--- config.mk ---
export PLATFORM = sky130hd
export DESIGN_NAME = adc_frontend_top
export DESIGN_NICKNAME = d
export VERILOG_FILES = /design/src/design/adc_pkg.sv /design/src/design/conv_timer.sv /design/src/design/serial_capture.sv /design/src/design/adc_sequencer.sv /design/src/design/adc_frontend_top.sv
export SDC_FILE = /design/constraint.sdc
export NUM_CORES = 1
export LEC_CHECK = 0
export BUFFER_PORTS_ARGS = -buffer_cell sky130_fd_sc_hd__buf_2
export CORE_ASPECT_RATIO = 0.6
export CORE_MARGIN = 5
export CORE_UTILIZATION = 25
export DETAILED_ROUTE_END_ITERATION = 10
export PLACE_DENSITY = 0.43
export SYNTH_ARGS = -nofsm -noshare
export SYNTH_HDL_FRONTEND = slang
export SYNTH_HIERARCHICAL = 1
export SYNTH_SLANG_ARGS = --single-unit
--- constraint.sdc ---
create_clock -name clk33 -period 5 [get_ports clk33]
set_clock_uncertainty 0.15 [all_clocks]
set_input_delay 1 -clock clk33 [delete_from_list [all_inputs] [get_ports clk33]]
set_output_delay 1 -clock clk33 [all_outputs]
set_load 0.02 [all_outputs]
--- src/design/adc_pkg.sv ---
// shared widths, sample record and state types for the serial adc front end, imported by the rtl
package adc_pkg;

  // ----------------------------------------------------------
  // widths
  // ----------------------------------------------------------

  // adc conversion word
  localparam int SAMPLE_BITS = 16;
  // sample sequence number, also used for the overrun counter
  localparam int SEQ_BITS = 8;
  // capture bit counter, must hold 0..SAMPLE_BITS
  localparam int FRAME_CNT_BITS = $clog2(SAMPLE_BITS + 1);

  // ----------------------------------------------------------
  // error codes carried in every sample
  // ----------------------------------------------------------

  typedef enum logic [1:0] {
    // clean frame, full word
    err_none        = 2'd0,
    // adc never raised busy within the timeout
    err_no_busy     = 2'd1,
    // busy dropped before a full word was shifted in
    err_short_frame = 2'd2
  } adc_err_t;

  // sample record, data in the top bits
  typedef struct packed {
    logic [SAMPLE_BITS-1:0] data;
    logic [SEQ_BITS-1:0]    seq;
    adc_err_t               err;
  } adc_sample_t;

  // ----------------------------------------------------------
  // sequencer states
  // ----------------------------------------------------------

  typedef enum logic [2:0] {
    st_idle,
    st_conv,
    st_wait_busy,
    st_shift,
    st_done
  } seq_state_t;

endpackage

--- src/design/conv_timer.sv ---
// periodic conversion-start generator, strobes tick every cfg_period cycles while enabled
`timescale 1ns/1ps

module conv_timer #(
  parameter int PERIOD_BITS = 16
) (
  input  logic                   clk33,
  input  logic                   reset,
  input  logic                   enable,
  input  logic [PERIOD_BITS-1:0] cfg_period,
  output logic                   tick
);

  // ----------------------------------------------------------
  // down-counter
  // ----------------------------------------------------------

  // cycles left until the next strobe
  logic [PERIOD_BITS-1:0] count;
  // end of period, a period of 0 behaves like 1
  logic                   expire;

  assign expire = (count <= PERIOD_BITS'(1));

  // reload from cfg_period each period
  // so a new period takes effect at the next reload
  always_ff @(posedge clk33) begin
    if (reset) begin
      count <= cfg_period;
      tick  <= 1'b0;
    end else if (!enable) begin
      // held loaded, count restarts cleanly on enable rise
      count <= cfg_period;
      tick  <= 1'b0;
    end else if (expire) begin
      count <= cfg_period;
      tick  <= 1'b1;
    end else begin
      count <= count - 1'b1;
      tick  <= 1'b0;
    end
  end

  // ----------------------------------------------------------
  // notes
  // ----------------------------------------------------------

  // enable rising with count = P gives the first tick
  // P cycles later, then one tick every P cycles
  // tick is registered, one cycle wide

endmodule

--- src/design/serial_capture.sv ---
// serial word capture from the adc: syncs busy/sclk/sdout, shifts bits msb first, flags frame end
`timescale 1ns/1ps

module serial_capture
  import adc_pkg::*;
(
  input  logic                      clk33,
  input  logic                      reset,
  input  logic                      clear,
  input  logic                      adc_busy,
  input  logic                      adc_sclk,
  input  logic                      adc_sdout,
  output logic                      busy_seen,
  output logic                      frame_done,
  output logic [SAMPLE_BITS-1:0]    frame_data,
  output logic [FRAME_CNT_BITS-1:0] frame_bits
);

  // bit positions in the sync vector
  localparam int BUSY_IDX  = 2;
  localparam int SCLK_IDX  = 1;
  localparam int SDOUT_IDX = 0;

  // first and second sync stage
  logic [2:0]                sync_meta;
  logic [2:0]                sync_q;
  // synchronized adc lines
  logic                      busy_s;
  logic                      sclk_s;
  logic                      sdout_s;
  // one cycle delayed copies for edge detect
  logic                      busy_d;
  logic                      sclk_d;
  logic                      sclk_rise;
  logic                      busy_fall;
  // word not yet complete
  logic                      frame_open;
  logic                      take_bit;
  logic [SAMPLE_BITS-1:0]    shift_reg;
  logic [FRAME_CNT_BITS-1:0] bit_count;

  // ----------------------------------------------------------
  // two-flop synchronizers
  // ----------------------------------------------------------

  always_ff @(posedge clk33) begin
    if (reset) begin
      sync_meta <= '0;
      sync_q    <= '0;
    end else begin
      sync_meta <= {adc_busy, adc_sclk, adc_sdout};
      sync_q    <= sync_meta;
    end
  end

  assign busy_s  = sync_q[BUSY_IDX];
  assign sclk_s  = sync_q[SCLK_IDX];
  assign sdout_s = sync_q[SDOUT_IDX];

  // ----------------------------------------------------------
  // edge detect
  // ----------------------------------------------------------

  always_ff @(posedge clk33) begin
    if (reset) begin
      busy_d <= 1'b0;
      sclk_d <= 1'b0;
    end else begin
      busy_d <= busy_s;
      sclk_d <= sclk_s;
    end
  end

  assign sclk_rise = sclk_s & ~sclk_d;
  assign busy_fall = busy_d & ~busy_s;

  // ----------------------------------------------------------
  // shift register and bit count
  // ----------------------------------------------------------

  // stop taking bits once a full word is in
  assign frame_open = (bit_count < FRAME_CNT_BITS'(SAMPLE_BITS));
  assign take_bit   = sclk_rise & busy_s & frame_open;

  // msb first, sdout sampled with the same sync delay as sclk
  always_ff @(posedge clk33) begin
    if (clear) begin
      shift_reg <= '0;
    end else if (take_bit) begin
      shift_reg <= {shift_reg[SAMPLE_BITS-2:0], sdout_s};
    end
  end

  // saturates at SAMPLE_BITS
  always_ff @(posedge clk33) begin
    if (reset || clear) begin
      bit_count <= '0;
    end else if (take_bit) begin
      bit_count <= bit_count + 1'b1;
    end
  end

  // frame end on busy falling, data already stable
  always_ff @(posedge clk33) begin
    if (reset) begin
      frame_done <= 1'b0;
    end else begin
      frame_done <= busy_fall;
    end
  end

  assign busy_seen  = busy_s;
  assign frame_data = shift_reg;
  assign frame_bits = bit_count;

endmodule

--- src/design/adc_sequencer.sv ---
// conversion sequencer: drives the convert line, times busy, classifies the frame, emits samples
`timescale 1ns/1ps

module adc_sequencer
  import adc_pkg::*;
#(
  parameter int CONV_LOW_CYCLES = 4,
  parameter int BUSY_TIMEOUT    = 64
) (
  input  logic                      clk33,
  input  logic                      reset,
  input  logic                      tick,
  input  logic                      trigger,
  input  logic                      busy_seen,
  input  logic                      frame_done,
  input  logic [SAMPLE_BITS-1:0]    frame_data,
  input  logic [FRAME_CNT_BITS-1:0] frame_bits,
  output logic                      adc_ncnv,
  output logic                      capture_clear,
  output adc_sample_t               sample,
  output logic                      sample_valid,
  output logic [SEQ_BITS-1:0]       overrun_count
);

  // one counter for both the low pulse and the busy timeout
  localparam int CNT_MAX  = (BUSY_TIMEOUT > CONV_LOW_CYCLES) ? BUSY_TIMEOUT : CONV_LOW_CYCLES;
  localparam int CNT_BITS = $clog2(CNT_MAX + 1);
  localparam logic [CNT_BITS-1:0] CONV_LAST = CNT_BITS'(CONV_LOW_CYCLES - 1);
  localparam logic [CNT_BITS-1:0] BUSY_LAST = CNT_BITS'(BUSY_TIMEOUT - 1);

  seq_state_t             state;
  logic [CNT_BITS-1:0]    cycle_cnt;
  // any start source
  logic                   start_req;
  // frame ended while we were listening
  logic                   frame_end;
  // no busy within BUSY_TIMEOUT cycles
  logic                   busy_timeout;
  logic                   frame_short;
  // record fields, latched at frame end or timeout
  logic [SAMPLE_BITS-1:0] data_word;
  adc_err_t               err_code;
  logic [SEQ_BITS-1:0]    seq_num;

  assign start_req    = tick | trigger;
  assign frame_end    = frame_done & ((state == st_shift) | (state == st_wait_busy));
  assign busy_timeout = (state == st_wait_busy) & ~frame_done & ~busy_seen &
                        (cycle_cnt == BUSY_LAST);
  assign frame_short  = (frame_bits < FRAME_CNT_BITS'(SAMPLE_BITS));

  // ----------------------------------------------------------
  // control FSM
  // ----------------------------------------------------------

  always_ff @(posedge clk33) begin
    if (reset) begin
      state         <= st_idle;
      cycle_cnt     <= '0;
      adc_ncnv      <= 1'b1;
      capture_clear <= 1'b0;
    end else begin
      capture_clear <= 1'b0;
      case (state)
        st_idle: begin
          // ncnv drops on the next cycle, clear lands in st_conv
          if (start_req) begin
            state         <= st_conv;
            adc_ncnv      <= 1'b0;
            capture_clear <= 1'b1;
            cycle_cnt     <= '0;
          end
        end
        st_conv: begin
          // low for exactly CONV_LOW_CYCLES cycles
          if (cycle_cnt == CONV_LAST) begin
            adc_ncnv  <= 1'b1;
            cycle_cnt <= '0;
            state     <= st_wait_busy;
          end else begin
            cycle_cnt <= cycle_cnt + 1'b1;
          end
        end
        st_wait_busy: begin
          // timeout counted from ncnv rise
          if (frame_end || busy_timeout) begin
            state <= st_done;
          end else if (busy_seen) begin
            state <= st_shift;
          end else begin
            cycle_cnt <= cycle_cnt + 1'b1;
          end
        end
        st_shift: begin
          // capture does the work, wait for busy to fall
          if (frame_end) begin
            state <= st_done;
          end
        end
        st_done: begin
          state <= st_idle;
        end
        default: begin
          state <= st_idle;
        end
      endcase
    end
  end

  // ----------------------------------------------------------
  // frame classification
  // ----------------------------------------------------------

  always_ff @(posedge clk33) begin
    if (frame_end) begin
      data_word <= frame_data;
      err_code  <= frame_short ? err_short_frame : err_none;
    end else if (busy_timeout) begin
      data_word <= '0;
      err_code  <= err_no_busy;
    end
  end

  // ----------------------------------------------------------
  // sample output and counters
  // ----------------------------------------------------------

  // seq steps on every sample, error ones too
  always_ff @(posedge clk33) begin
    if (reset) begin
      sample_valid <= 1'b0;
      seq_num      <= '0;
    end else begin
      sample_valid <= (state == st_done);
      if (state == st_done) begin
        seq_num <= seq_num + 1'b1;
      end
    end
  end

  // record held until the next strobe
  always_ff @(posedge clk33) begin
    if (state == st_done) begin
      sample <= '{data: data_word, seq: seq_num, err: err_code};
    end
  end

  // starts outside st_idle are dropped, count saturates
  always_ff @(posedge clk33) begin
    if (reset) begin
      overrun_count <= '0;
    end else if (start_req && (state != st_idle) && (overrun_count != '1)) begin
      overrun_count <= overrun_count + 1'b1;
    end
  end

endmodule

--- src/design/adc_frontend_top.sv ---
// top of the serial adc front end, connects the timer, sequencer and capture on clk33
`timescale 1ns/1ps

module adc_frontend_top
  import adc_pkg::*;
#(
  parameter int CONV_LOW_CYCLES = 4,
  parameter int BUSY_TIMEOUT    = 64,
  parameter int PERIOD_BITS     = 16
) (
  input  logic                   clk33,
  input  logic                   reset,
  input  logic                   enable,
  input  logic [PERIOD_BITS-1:0] cfg_period,
  input  logic                   trigger,
  input  logic                   adc_busy,
  input  logic                   adc_sclk,
  input  logic                   adc_sdout,
  output logic                   adc_ncnv,
  output adc_sample_t            sample,
  output logic                   sample_valid,
  output logic [SEQ_BITS-1:0]    overrun_count
);

  // ----------------------------------------------------------
  // internal nets
  // ----------------------------------------------------------

  // periodic start
  logic                      tick;
  // capture reset at conversion start
  logic                      capture_clear;
  logic                      busy_seen;
  logic                      frame_done;
  logic [SAMPLE_BITS-1:0]    frame_data;
  logic [FRAME_CNT_BITS-1:0] frame_bits;

  // ----------------------------------------------------------
  // blocks
  // ----------------------------------------------------------

  conv_timer #(
    .PERIOD_BITS (PERIOD_BITS)
  ) conv_timer_i (
    .clk33      (clk33),
    .reset      (reset),
    .enable     (enable),
    .cfg_period (cfg_period),
    .tick       (tick)
  );

  adc_sequencer #(
    .CONV_LOW_CYCLES (CONV_LOW_CYCLES),
    .BUSY_TIMEOUT    (BUSY_TIMEOUT)
  ) adc_sequencer_i (
    .clk33         (clk33),
    .reset         (reset),
    .tick          (tick),
    .trigger       (trigger),
    .busy_seen     (busy_seen),
    .frame_done    (frame_done),
    .frame_data    (frame_data),
    .frame_bits    (frame_bits),
    .adc_ncnv      (adc_ncnv),
    .capture_clear (capture_clear),
    .sample        (sample),
    .sample_valid  (sample_valid),
    .overrun_count (overrun_count)
  );

  // adc lines enter here, async to the design
  serial_capture serial_capture_i (
    .clk33      (clk33),
    .reset      (reset),
    .clear      (capture_clear),
    .adc_busy   (adc_busy),
    .adc_sclk   (adc_sclk),
    .adc_sdout  (adc_sdout),
    .busy_seen  (busy_seen),
    .frame_done (frame_done),
    .frame_data (frame_data),
    .frame_bits (frame_bits)
  );

endmodule

; ---- Word-level counts from Yosys, hierarchy flattened
; Index checks and enable logic that the tools add are counted.
[classes]
n_bitwise = 15
n_lt_le_gt_ge = 2
eq_ne = 13
n_mux = 24
addsub = 5
n_reduce_logical = 14
[ops]
columns = operator, n
row1 = $mux 16, 5
row2 = $mux 7, 4
row3 = $pmux 7 s3, 1
row4 = $add 8x1->8 const B, 2
row5 = $le 16x1->1 const B, 1
row6 = $sub 16x1->16 const B, 1
row7 = $mux 3, 5
row8 = $pmux 3 s4, 1
row9 = $and 1x1->1, 8
row10 = $ne 8x8->1 const B, 1
row11 = $reduce_and 4->1, 2
row12 = $add 7x1->7 const B, 1
row13 = $eq 7x2->1 const B, 1
row14 = $eq 7x6->1 const B, 1
row15 = $eq 3x2->1 const B, 2
row16 = $mux 2, 3
row17 = $ne 2x1->1 const B, 3
row18 = $reduce_bool 3->1, 2
row19 = $add 5x1->5 const B, 1
row20 = $lt 5x5->1 const B, 1
row21 = $not 1->1, 5
row22 = $mux 1, 4
row23 = $ne 2x2->1 const B, 2
row24 = $reduce_bool 2->1, 2
row25 = 10 further kinds, 14
[totals]
output_inout_bits = 36
ff_bits = 120
input_bits = 23
word_cells = 94

; ---- Depth between registers and ports, before layout
; Gate-level depths: netlist (run 1).
[logic_depth]
ltp_word = 7
depth_mapped = 8

; ---- By module
; Netlist (run 1), hierarchy kept.
[by_module_without_submodules]
columns = mod, seq_area_each_um2, instances, area_each_um2, cells_per_inst
row1 = adc_sequencer, 1901.8, 1, 2937.8, 228
row2 = serial_capture, 600.6, 1, 1021.0, 112
row3 = conv_timer, 340.3, 1, 937.1, 83

; ---- Least setup slack after synthesis (run 1)
; No wires, ideal clock.
[synth_path]
path_type = register to register
startpoint = register adc_sequencer_i.cycle_cnt[0]
endpoint = register adc_sequencer_i.data_word[0], enable pin
t_required_ns = 4.474
arrival_ns = 1.786
path_stages_with_launch = 6
setup_time_ns = 0.376
period_less_slack_ns = 2.312
n_path_buf = 0
slack_ns = 2.688
path_cell_list = dfxtp_1 ha_1 nand3_2 or3_2 nor3_1 o21a_1
[synth_between]
elab_chain_cells = 3
[synth_rtl]
columns = item, line
row1 = "start, declared", adc_sequencer.sv:32  ; logic [CNT_BITS-1:0] cycle_cnt;
row2 = "start signal, assigned", adc_sequencer.sv:80  ; cycle_cnt <= cycle_cnt + 1'b1;
row3 = "start signal, assigned", adc_sequencer.sv:90  ; cycle_cnt <= cycle_cnt + 1'b1;
row4 = $eq 7x6->1, adc_sequencer.sv:48  ; (cycle_cnt == BUSY_LAST);
row5 = $and 1x1->1, adc_sequencer.sv:47  ; assign busy_timeout = (state == st_wait_busy) & ~frame_done & ~busy_seen &
row6 = $reduce_bool 2->1 (no source line), -
row7 = "end signal, assigned", adc_sequencer.sv:115  ; data_word <= frame_data;
row8 = "end, declared", adc_sequencer.sv:41  ; logic [SAMPLE_BITS-1:0] data_word;
; Every way passes these cells.
; A chain may end at the register's enable or synchronous reset.

; ---- Worst setup path in the final report (run 1)
; Ends and elaborated chain as after synthesis.

==> impl_metrics.tcl, run 1 <==
set metrics [dict create \
    status "completed" \
    slew_headroom 0.393 \
    maxCapViolations 0 \
    die_x_um 191 \
    place_area_um2 5430 \
    p_total_mw 2.38 \
    place.gp.congestion 0.754 \
    synth_cell_types 61 \
    drive_above_1_share 0.244 \
    nets 512 \
    r2r-start "adc_sequencer_i/cycle_cnt[0]$_SDFFE_PP0P_" \
    ant_nets 0 \
    finalHoldViolations 0 \
    cp-startpoint "adc_sequencer_i/cycle_cnt[0]$_SDFFE_PP0P_" \
    die-area_um2 22600 \
    n_antenna_cell 0 \
    yosysWarnings 6 \
    grt_pass1_vias 3191 \
    cts_sinks 120 \
    critPathMaxFanout 19 \
    routed_wl_mm 9.83 \
    setup_tns_ns 0 \
    worstSkewPairLatency_ns 0.40 \
    finalMaxSlewViolations 0 \
    tightest_slew_ns 0.906 \
    end_kind "register" \
    synth-seq-cells 120 \
    synth_top_area_frac 0.311 \
    synthArstFlopShare 0 \
    netlist_area_um2 4900 \
    synth_enable_flop_cells 44 \
    synth_largest_area_cell "dfxtp_1" \
    min_period_ns 2.64 \
    hpwl_mm 6.61 \
    hold_path.startpoint "adc_sequencer_i/err_code[0]$_SDFFCE_PN1P_" \
    dieHeight_um 118 \
    areaGrowthSynthToFinish_pct 22.6 \
    rsz0062_at_grt "false" \
    worst_ir_drop_vdd_v 0.000243 \
    synth_seq_area_share 0.581 \
    route.vias.total 3198 \
    crit_path_max_incr_delay_ns 0.69 \
    crit_slowest_cell "o21a_1" \
    r2r-end "adc_sequencer_i/data_word[0]$_SDFFCE_PN0P_" \
    max_freq_ghz 0.379 \
    dr.first_iter.drc_count 207 \
    fillCellCount 1975 \
    port_buffers 58 \
    io_pins 59 \
    final_cell_mix "76 x dfxtp_1, 58 x buf_2, 48 x nand2_1" \
    p_per_area_nw_per_um2 396 \
    numCtsBuffers 17 \
    antenna_found_initial 0 \
    crit_family "simple AND/OR/NAND/NOR gates" \
    crit_path_cell_trace "ha_1 -> nand3_2 -> or3_2 -> nor3_1 -> o21a_1" \
    cts_tree "built" \
    yosys-top-cells-area "dfxtp_1 31%, edfxtp_1 27%, nand2_1 3.7%" \
    hold_class "reg2reg" \
    remaining_drc_errors 0 \
    core_area_um2 19100 \
    clk_path_buf_depth 2 \
    stdcell_area_um2 6000 \
    setup_violations 0 \
    h-tree-depth 4 \
    path_class "reg2reg" \
    start_kind "register" \
    cp.buffers_inverters 0 \
    hold_end "adc_sequencer_i/sample[0]$_DFFE_PP_" \
    path_clk_slew_ns 0.06 \
    cts_resized 0 \
    r2r_setup_slack_ns 2.36 \
    cts_setup_buffers 0 \
    vias_per_cell 4.20 \
    leakagePower_nw 2.18 \
    syn_inst 423 \
    track_usage 0.0894 \
    period_share 0.527 \
    grt_start_max_net_pins 38 \
    ff2ff_path_depth 5 \
    placementRows 39 \
    wl_per_cell_um 12.9 \
    grt_pass1_wl_mm 16.3 \
    ys.flop_type "dfxtp_1" \
    start_util 0.256 \
    syn_area_per_cell_um2 11.6 \
    ctsRootBufferMaster "clkbuf_16" \
    cp.arrival_ns 2.51 \
    first_pass_iters 5 \
    synth_fp_nets 452 \
    worstHoldPathCells 0 \
    holdBufCountCts 0 \
    grt_overflow_total 0 \
    cp.required_ns 4.87 \
    layout_commonest_cell "dfxtp_1" \
]
==> registers in the layout (all words and copies together), names as in the netlist <==
name                           cells
adc_sequencer_i/data_word         16
serial_capture_i/busy_d            1
serial_capture_i/frame_data       16
adc_sequencer_i/adc_ncnv           1
serial_capture_i/sync_meta         3
adc_sequencer_i/state              3
serial_capture_i/sclk_d            1
adc_sequencer_i/err_code           2
adc_sequencer_i/seq_num            8
adc_sequencer_i/overrun_count      8
conv_timer_i/tick                  1
serial_capture_i/frame_bits        5
adc_sequencer_i/cycle_cnt          7
adc_sequencer_i/sample            26
conv_timer_i/count                16
adc_sequencer_i/sample_valid       1
serial_capture_i/sync_q            3
adc_sequencer_i/capture_clear      1
serial_capture_i/frame_done        1
==> cells in the mapped netlist, types with 2 or more instances <==
master    instances
dfxtp_1          76
nand2_1          48
edfxtp_1         44
nor2_1           32
a21oi_1          23
and3_1           18
xnor2_1          16
xor2_1           12
nor2b_1          10
clkbuf_1          9
mux2_4            9
o21ai_0           9
nand3_1           8
inv_1             7
ha_1              6
mux2_2            6
mux2i_1           6
nand4_1           6
nor3_1            6
buf_4             5
a32o_1            4
nor3b_1           4
or3_1             4
and4_1            3
buf_2             3
a211oi_1          2
a311oi_2          2
a41oi_1           2
and2_1            2
and2_4            2
buf_6             2
nand2b_1          2
nand3b_1          2
nand4b_1          2
nor4_1            2
nor4_2            2
o31ai_1           2
or4_1             2
==> per-layer routing <==
layer  track usage  vias to the layer above  routed length (um)
met3        0.0339                        5                 500
met2         0.120                       58                3770
met4        0.0283                        0                  60
met1         0.131                     1487                5500
li1              -                     1648                   -
met5             0                        -                   0
==> report_power, final <==
| group | internal [mW] | switching (mW) |
|---|---|---|
| clock network | 0.733 | 0.460 |
| logic | 0.0601 | 0.0615 |
| registers | 1.03 | 0.0340 |
| total | 1.82 | 0.555 |
==> worst register-to-register path, stage by stage, from the launching register on <==
cell and delay [ns]:
dfxtp_1 0.37, ha_1 0.22, nand3_2 0.17, or3_2 0.50
nor3_1 0.15, o21a_1 0.69
==> final cells by class <==
cell class | count | area (um2) | share of cell area
clock inverter | 14 | 150 | 0.0250
sequential | 120 | 2840 | 0.474
tap | 266 | 333 | 0.0555
timing repair buffer | 60 | 305 | 0.0509
multi-input combinational | 276 | 1910 | 0.319
inverter | 8 | 30.0 | 0.00500
clock buffer | 17 | 425 | 0.0709
==> how the worst max path moves through the flow <==
stage / end / slack, ns / depth (start not counted)
floorplan: adc_sequencer_i/data_word[0]$_SDFFCE_PN0P_ / 2.69 / 5
global placement: conv_timer_i/count[0]$_DFF_P_ / 2.10 / 4
detailed placement: conv_timer_i/count[5]$_DFF_P_ / 2.06 / 4
CTS: adc_sequencer_i/data_word[0]$_SDFFCE_PN0P_ / 2.35 / 5
global route: adc_sequencer_i/data_word[0]$_SDFFCE_PN0P_ / 2.24 / 5
finish: adc_sequencer_i/data_word[0]$_SDFFCE_PN0P_ / 2.36 / 5
==> cells by family after synthesis <==
family	count (synthesis)	share of synthesized area
xor+xnor	28	0.0501
flops	120	0.581
buf+inv	27	0.0284
mux	21	0.0537
fa+ha+maj	6	0.0153
compound gates	56	0.0869
simple gates	165	0.185
==> through the flow <==
| stage | setup slack, ns | utilization | std cells | hold slack, ns |
|---|---|---|---|---|
| 2_1_floorplan | 2.69 | - | 423 | 0.250 |
| 3_3_place_gp | 2.10 | 0.284 | 730 | 0.261 |
| 3_5_place_dp | 2.06 | 0.284 | 730 | 0.258 |
| 4_1_cts | 2.35 | 0.314 | 761 | 0.272 |
| 5_1_grt | 2.24 | 0.314 | 761 | 0.281 |
| 6_report | 2.36 | 0.314 | 761 | 0.268 |
Note: power is estimated with default switching activity, not from simulation.
==> run 2: changes to the inputs <==
==> constraint.sdc (replaced) <==
create_clock -name clk33 -period 2.6 [get_ports clk33]
set_clock_uncertainty 0.15 [all_clocks]
set_input_delay 0.52 -clock clk33 [delete_from_list [all_inputs] [get_ports clk33]]
set_output_delay 0.52 -clock clk33 [all_outputs]
set_load 0.02 [all_outputs]
==> impl_metrics.tcl, run 2 (synthesized netlist as in run 1, its figures left out) <==
set metrics [dict create \
    status "completed" \
    antenna_found_initial 0 \
    clk_path_buf_depth 2 \
    cts_resized 0 \
    n_antenna_cell 0 \
    hold_class "in2reg" \
    wl_per_cell_um 12.8 \
    period_share 0.888 \
    critPathMaxFanout 16 \
    core_area_um2 19100 \
    route.vias.total 3246 \
    pre_cts_ws_ns 0.286 \
    cts_sinks 120 \
    largest_register_ff_count 26 \
    holdBufCountCts 0 \
    setup_violations 0 \
    r2r_setup_slack_ns 0.29 \
    worstHoldPathCells 2 \
    tightest_slew_ns 0.748 \
    end_kind "register" \
    ctsRootBufferMaster "clkbuf_16" \
    worstSkewPairLatency_ns 0.41 \
    p_per_area_nw_per_um2 749 \
    grt_pass1_vias 3250 \
    dieHeight_um 118 \
    routed_wl_mm 9.86 \
    hpwl_mm 6.76 \
    h-tree-depth 4 \
    remaining_drc_errors 0 \
    leakagePower_nw 2.23 \
    ff2ff_path_depth 6 \
    cp.arrival_ns 2.45 \
    hold_end "serial_capture_i/sync_meta[2]$_SDFF_PP0_" \
    cts_setup_buffers 0 \
    slew_headroom 0.501 \
    layout_commonest_cell "dfxtp_1" \
    nets 519 \
    areaGrowthSynthToFinish_pct 23.7 \
    first_pass_iters 4 \
    cts_tree "built" \
    worst_slack_ns 0.291 \
    worst_ir_drop_vdd_v 0.000439 \
    place.gp.congestion 0.742 \
    fillCellCount 1984 \
    max_freq_ghz 0.433 \
    start_kind "register" \
    die_x_um 191 \
    maxCapViolations 0 \
    port_buffers 58 \
    hold_path.startpoint "adc_busy" \
    path_clk_slew_ns 0.06 \
    crit_slowest_cell "a31oi_4" \
    start_util 0.256 \
    rsz0062_at_grt "false" \
    setup_tns_ns 0 \
    track_usage 0.0931 \
    crit_path_max_incr_delay_ns 0.63 \
    crit_family "compound AO/OA/AOI/OAI gates" \
    drive_above_1_share 0.260 \
    numCtsBuffers 17 \
    crit_path_cell_trace "inv_1 -> ha_1 -> nor2_1 -> nor3b_1 -> a31oi_4 -> mux2_2" \
    min_period_ns 2.31 \
    grt_overflow_total 0 \
    path_class "reg2reg" \
    dr.first_iter.drc_count 190 \
    final_cell_mix "76 x dfxtp_1, 58 x buf_2, 48 x nand2_1" \
    placementRows 39 \
    ant_nets 0 \
    grt_pass1_wl_mm 17.0 \
    finalMaxSlewViolations 0 \
    r2r-start "conv_timer_i/count[0]$_DFF_P_" \
    r2r-end "conv_timer_i/count[3]$_DFF_P_" \
    io_pins 59 \
    die-area_um2 22600 \
    finalHoldViolations 0 \
    cp.required_ns 2.74 \
    grt_start_max_net_pins 37 \
    largest_register "adc_sequencer_i/sample" \
    cp.buffers_inverters 1 \
    vias_per_cell 4.22 \
]
-- run 2: cell type report --
cell class,count,area (um2),share of cell area
clock inverters,15,154,0.0254
well taps,266,333,0.0549
inverters,8,30.0,0.00496
repair buffers,67,358,0.0591
clock buffers,17,425,0.0702
multi-input cells,276,1910,0.316
flip-flops and latches,120,2840,0.469
-- run 2: worst register-to-register path: cells and delay by family (launching register included) --
kind            cells  cell delay (ns)
mux                 1             0.41
fa+ha+maj           1             0.31
flops               1             0.39
simple gates        2             0.23
compound gates      1             0.63
buf+inv             1             0.08
-- run 2: stage by stage --
step	util	total power, mW	instances	area [um2]	hold WS (ns)
floorplan	-	2.25	423	4900	0.250
global placement	0.286	2.32	737	5480	0.260
detailed placement	0.286	2.32	737	5480	0.255
CTS	0.317	4.61	769	6060	0.167
global route	0.317	4.75	769	6060	0.173
finish	0.317	4.53	769	6060	0.184
-- run 2: worst max path at each step --
stage / startpoint / endpoint / slack [ns] / cells after the start
6_report: conv_timer_i/count[0]$_DFF_P_ / conv_timer_i/count[3]$_DFF_P_ / 0.29 / 6
5_1_grt: conv_timer_i/count[0]$_DFF_P_ / conv_timer_i/count[12]$_DFF_P_ / 0.11 / 6
4_1_cts: conv_timer_i/count[0]$_DFF_P_ / conv_timer_i/count[3]$_DFF_P_ / 0.29 / 6
3_5_place_dp: conv_timer_i/count[0]$_DFF_P_ / conv_timer_i/count[3]$_DFF_P_ / 0.29 / 6
3_3_place_gp: conv_timer_i/count[0]$_DFF_P_ / conv_timer_i/count[3]$_DFF_P_ / 0.38 / 6
2_1_floorplan: adc_sequencer_i/cycle_cnt[0]$_SDFFE_PP0P_ / adc_sequencer_i/data_word[0]$_SDFFCE_PN0P_ / 0.29 / 5
-- run 2: power by group --
part           internal (mW)  switching [mW]  total, mW
logic                  0.121           0.128      0.249
clock network           1.28           0.977       2.26
registers               1.97          0.0558       2.03
-- run 2: per-layer routing --
metal	track usage	up-vias	part of all wire
met1	0.140	1518	0.56
met4	0.0269	0	0.0089
met2	0.123	64	0.38
met5	0	-	0
met3	0.0342	9	0.049
li1	-	1655	-
==> run 3: changes to the inputs <==
--- a/config.mk
+++ b/config.mk
@@ -6,7 +6,7 @@
 export NUM_CORES = 1
 export LEC_CHECK = 0
 export BUFFER_PORTS_ARGS = -buffer_cell sky130_fd_sc_hd__buf_2
-export CORE_ASPECT_RATIO = 0.6
+export CORE_ASPECT_RATIO = 1.1
 export CORE_MARGIN = 5
 export CORE_UTILIZATION = 25
 export DETAILED_ROUTE_END_ITERATION = 10
==> impl_metrics.tcl, run 3 (synthesized netlist as in run 1, its figures left out) <==
set metrics [dict create \
    status "completed" \
    antenna_found_initial 0 \
    grt_pass1_wl_mm 16.1 \
    setup_tns_ns 0 \
    holdBufCountCts 0 \
    worst_ir_drop_vdd_v 0.000442 \
    start_util 0.255 \
    r2r_setup_slack_ns 0.32 \
    areaGrowthSynthToFinish_pct 23.2 \
    place.gp.congestion 0.733 \
    largest_register_ff_count 26 \
    dp_cells 717 \
    slew_headroom 0.510 \
    hold_end "conv_timer_i/count[5]$_DFF_P_" \
    cts_resized 0 \
    stdcell_area_um2 6030 \
    leakagePower_nw 2.22 \
    path_class "reg2reg" \
    worstHoldPathCells 2 \
    cts_setup_buffers 0 \
    dieHeight_um 157 \
    largest_register "adc_sequencer_i/sample" \
    n_antenna_cell 0 \
    critPathMaxFanout 16 \
    tightest_slew_ns 0.735 \
    die_x_um 143 \
    max_freq_ghz 0.438 \
    ff2ff_path_depth 6 \
    drive_above_1_share 0.259 \
    port_buffers 58 \
    cts_sinks 120 \
    routed_wl_mm 9.28 \
    placementRows 53 \
    wl_per_cell_um 12.4 \
    ant_nets 0 \
    clk_path_buf_depth 2 \
    r2r-end "conv_timer_i/count[15]$_DFF_P_" \
    vias_per_cell 4.33 \
    final_cell_mix "76 x dfxtp_1, 58 x buf_2, 48 x nand2_1" \
    p_per_area_nw_per_um2 749 \
    hold_class "in2reg" \
    end_kind "register" \
    r2r-start "conv_timer_i/count[0]$_DFF_P_" \
    dr.first_iter.drc_count 104 \
    period_share 0.878 \
    post-route-util 0.315 \
    h-tree-depth 4 \
    numCtsBuffers 17 \
    remaining_drc_errors 0 \
    core_area_um2 19200 \
    pre_cts_ws_ns 0.322 \
    finalHoldViolations 0 \
    first_pass_iters 5 \
    worstSkewPairLatency_ns 0.41 \
    grt_overflow_total 0 \
    die-area_um2 22500 \
    start_kind "register" \
    path_clk_slew_ns 0.06 \
    ctsRootBufferMaster "clkbuf_16" \
    min_period_ns 2.28 \
    hold_slack_ns 0.185 \
    cts_tree "built" \
    hold_path.startpoint "cfg_period[5]" \
    layout_commonest_cell "dfxtp_1" \
    cp.arrival_ns 2.43 \
    finalMaxSlewViolations 0 \
    final-instance-count-excl-fill 749 \
    route.vias.total 3246 \
    cp.required_ns 2.75 \
    nets 518 \
    grt_pass1_vias 3297 \
    track_usage 0.0890 \
    grt_start_max_net_pins 37 \
    p_total_mw 4.52 \
    setup_violations 0 \
    hpwl_mm 6.47 \
    rsz0062_at_grt "false" \
    maxCapViolations 0 \
    place_area_um2 5460 \
    io_pins 59 \
    worst_slack_ns 0.317 \
]
## run 3: cell count changes in the layout (fill, tap and decap cells not counted)
cell        change
buf_4           -2
buf_12          +1
clkinv_4        -1
clkinv_8        -1
clkinvlp_4      +1
inv_8           +1
## run 3: how the worst max path moves through the flow
stage	start	cells after the start	end
after floorplan	adc_sequencer_i/cycle_cnt[0]$_SDFFE_PP0P_	5	adc_sequencer_i/data_word[0]$_SDFFCE_PN0P_
after global placement	conv_timer_i/count[0]$_DFF_P_	6	conv_timer_i/count[0]$_DFF_P_
after detailed placement	conv_timer_i/count[0]$_DFF_P_	6	conv_timer_i/count[0]$_DFF_P_
after CTS	conv_timer_i/count[0]$_DFF_P_	6	conv_timer_i/count[0]$_DFF_P_
after global routing	conv_timer_i/count[0]$_DFF_P_	6	conv_timer_i/count[15]$_DFF_P_
final	conv_timer_i/count[0]$_DFF_P_	6	conv_timer_i/count[15]$_DFF_P_
## run 3: metal layers
metal,track usage,vias to the layer above,part of all wire
li1,-,1659,-
met4,0.0395,0,0.018
met2,0.140,86,0.46
met5,0,-,0
met1,0.109,1487,0.45
met3,0.0324,14,0.064
## run 3: final cells by class
class	instances	area, um2
Fill cell	1979	13100
Sequential cell	120	2840
Multi-Input combinational cell	276	1910
Clock buffer	17	425
Timing Repair Buffer	66	363
Tap cell	247	309
Clock inverter	15	148
Inverter	8	30.0
## run 3: critical path: stages (launching register included)
cell and delay (ns):
dfxtp_1 0.38, inv_1 0.08, ha_1 0.30, nor2_1 0.14, nor3b_1 0.09, a31oi_4 0.63, mux2_2 0.40
## run 3: where the power goes
part / switching, mW / leakage [nW] / total, mW / internal [mW]
clock network: 0.966 / 0.274 / 2.24 / 1.27
registers: 0.0548 / 0.992 / 2.03 / 1.97
logic: 0.128 / 0.958 / 0.250 / 0.121
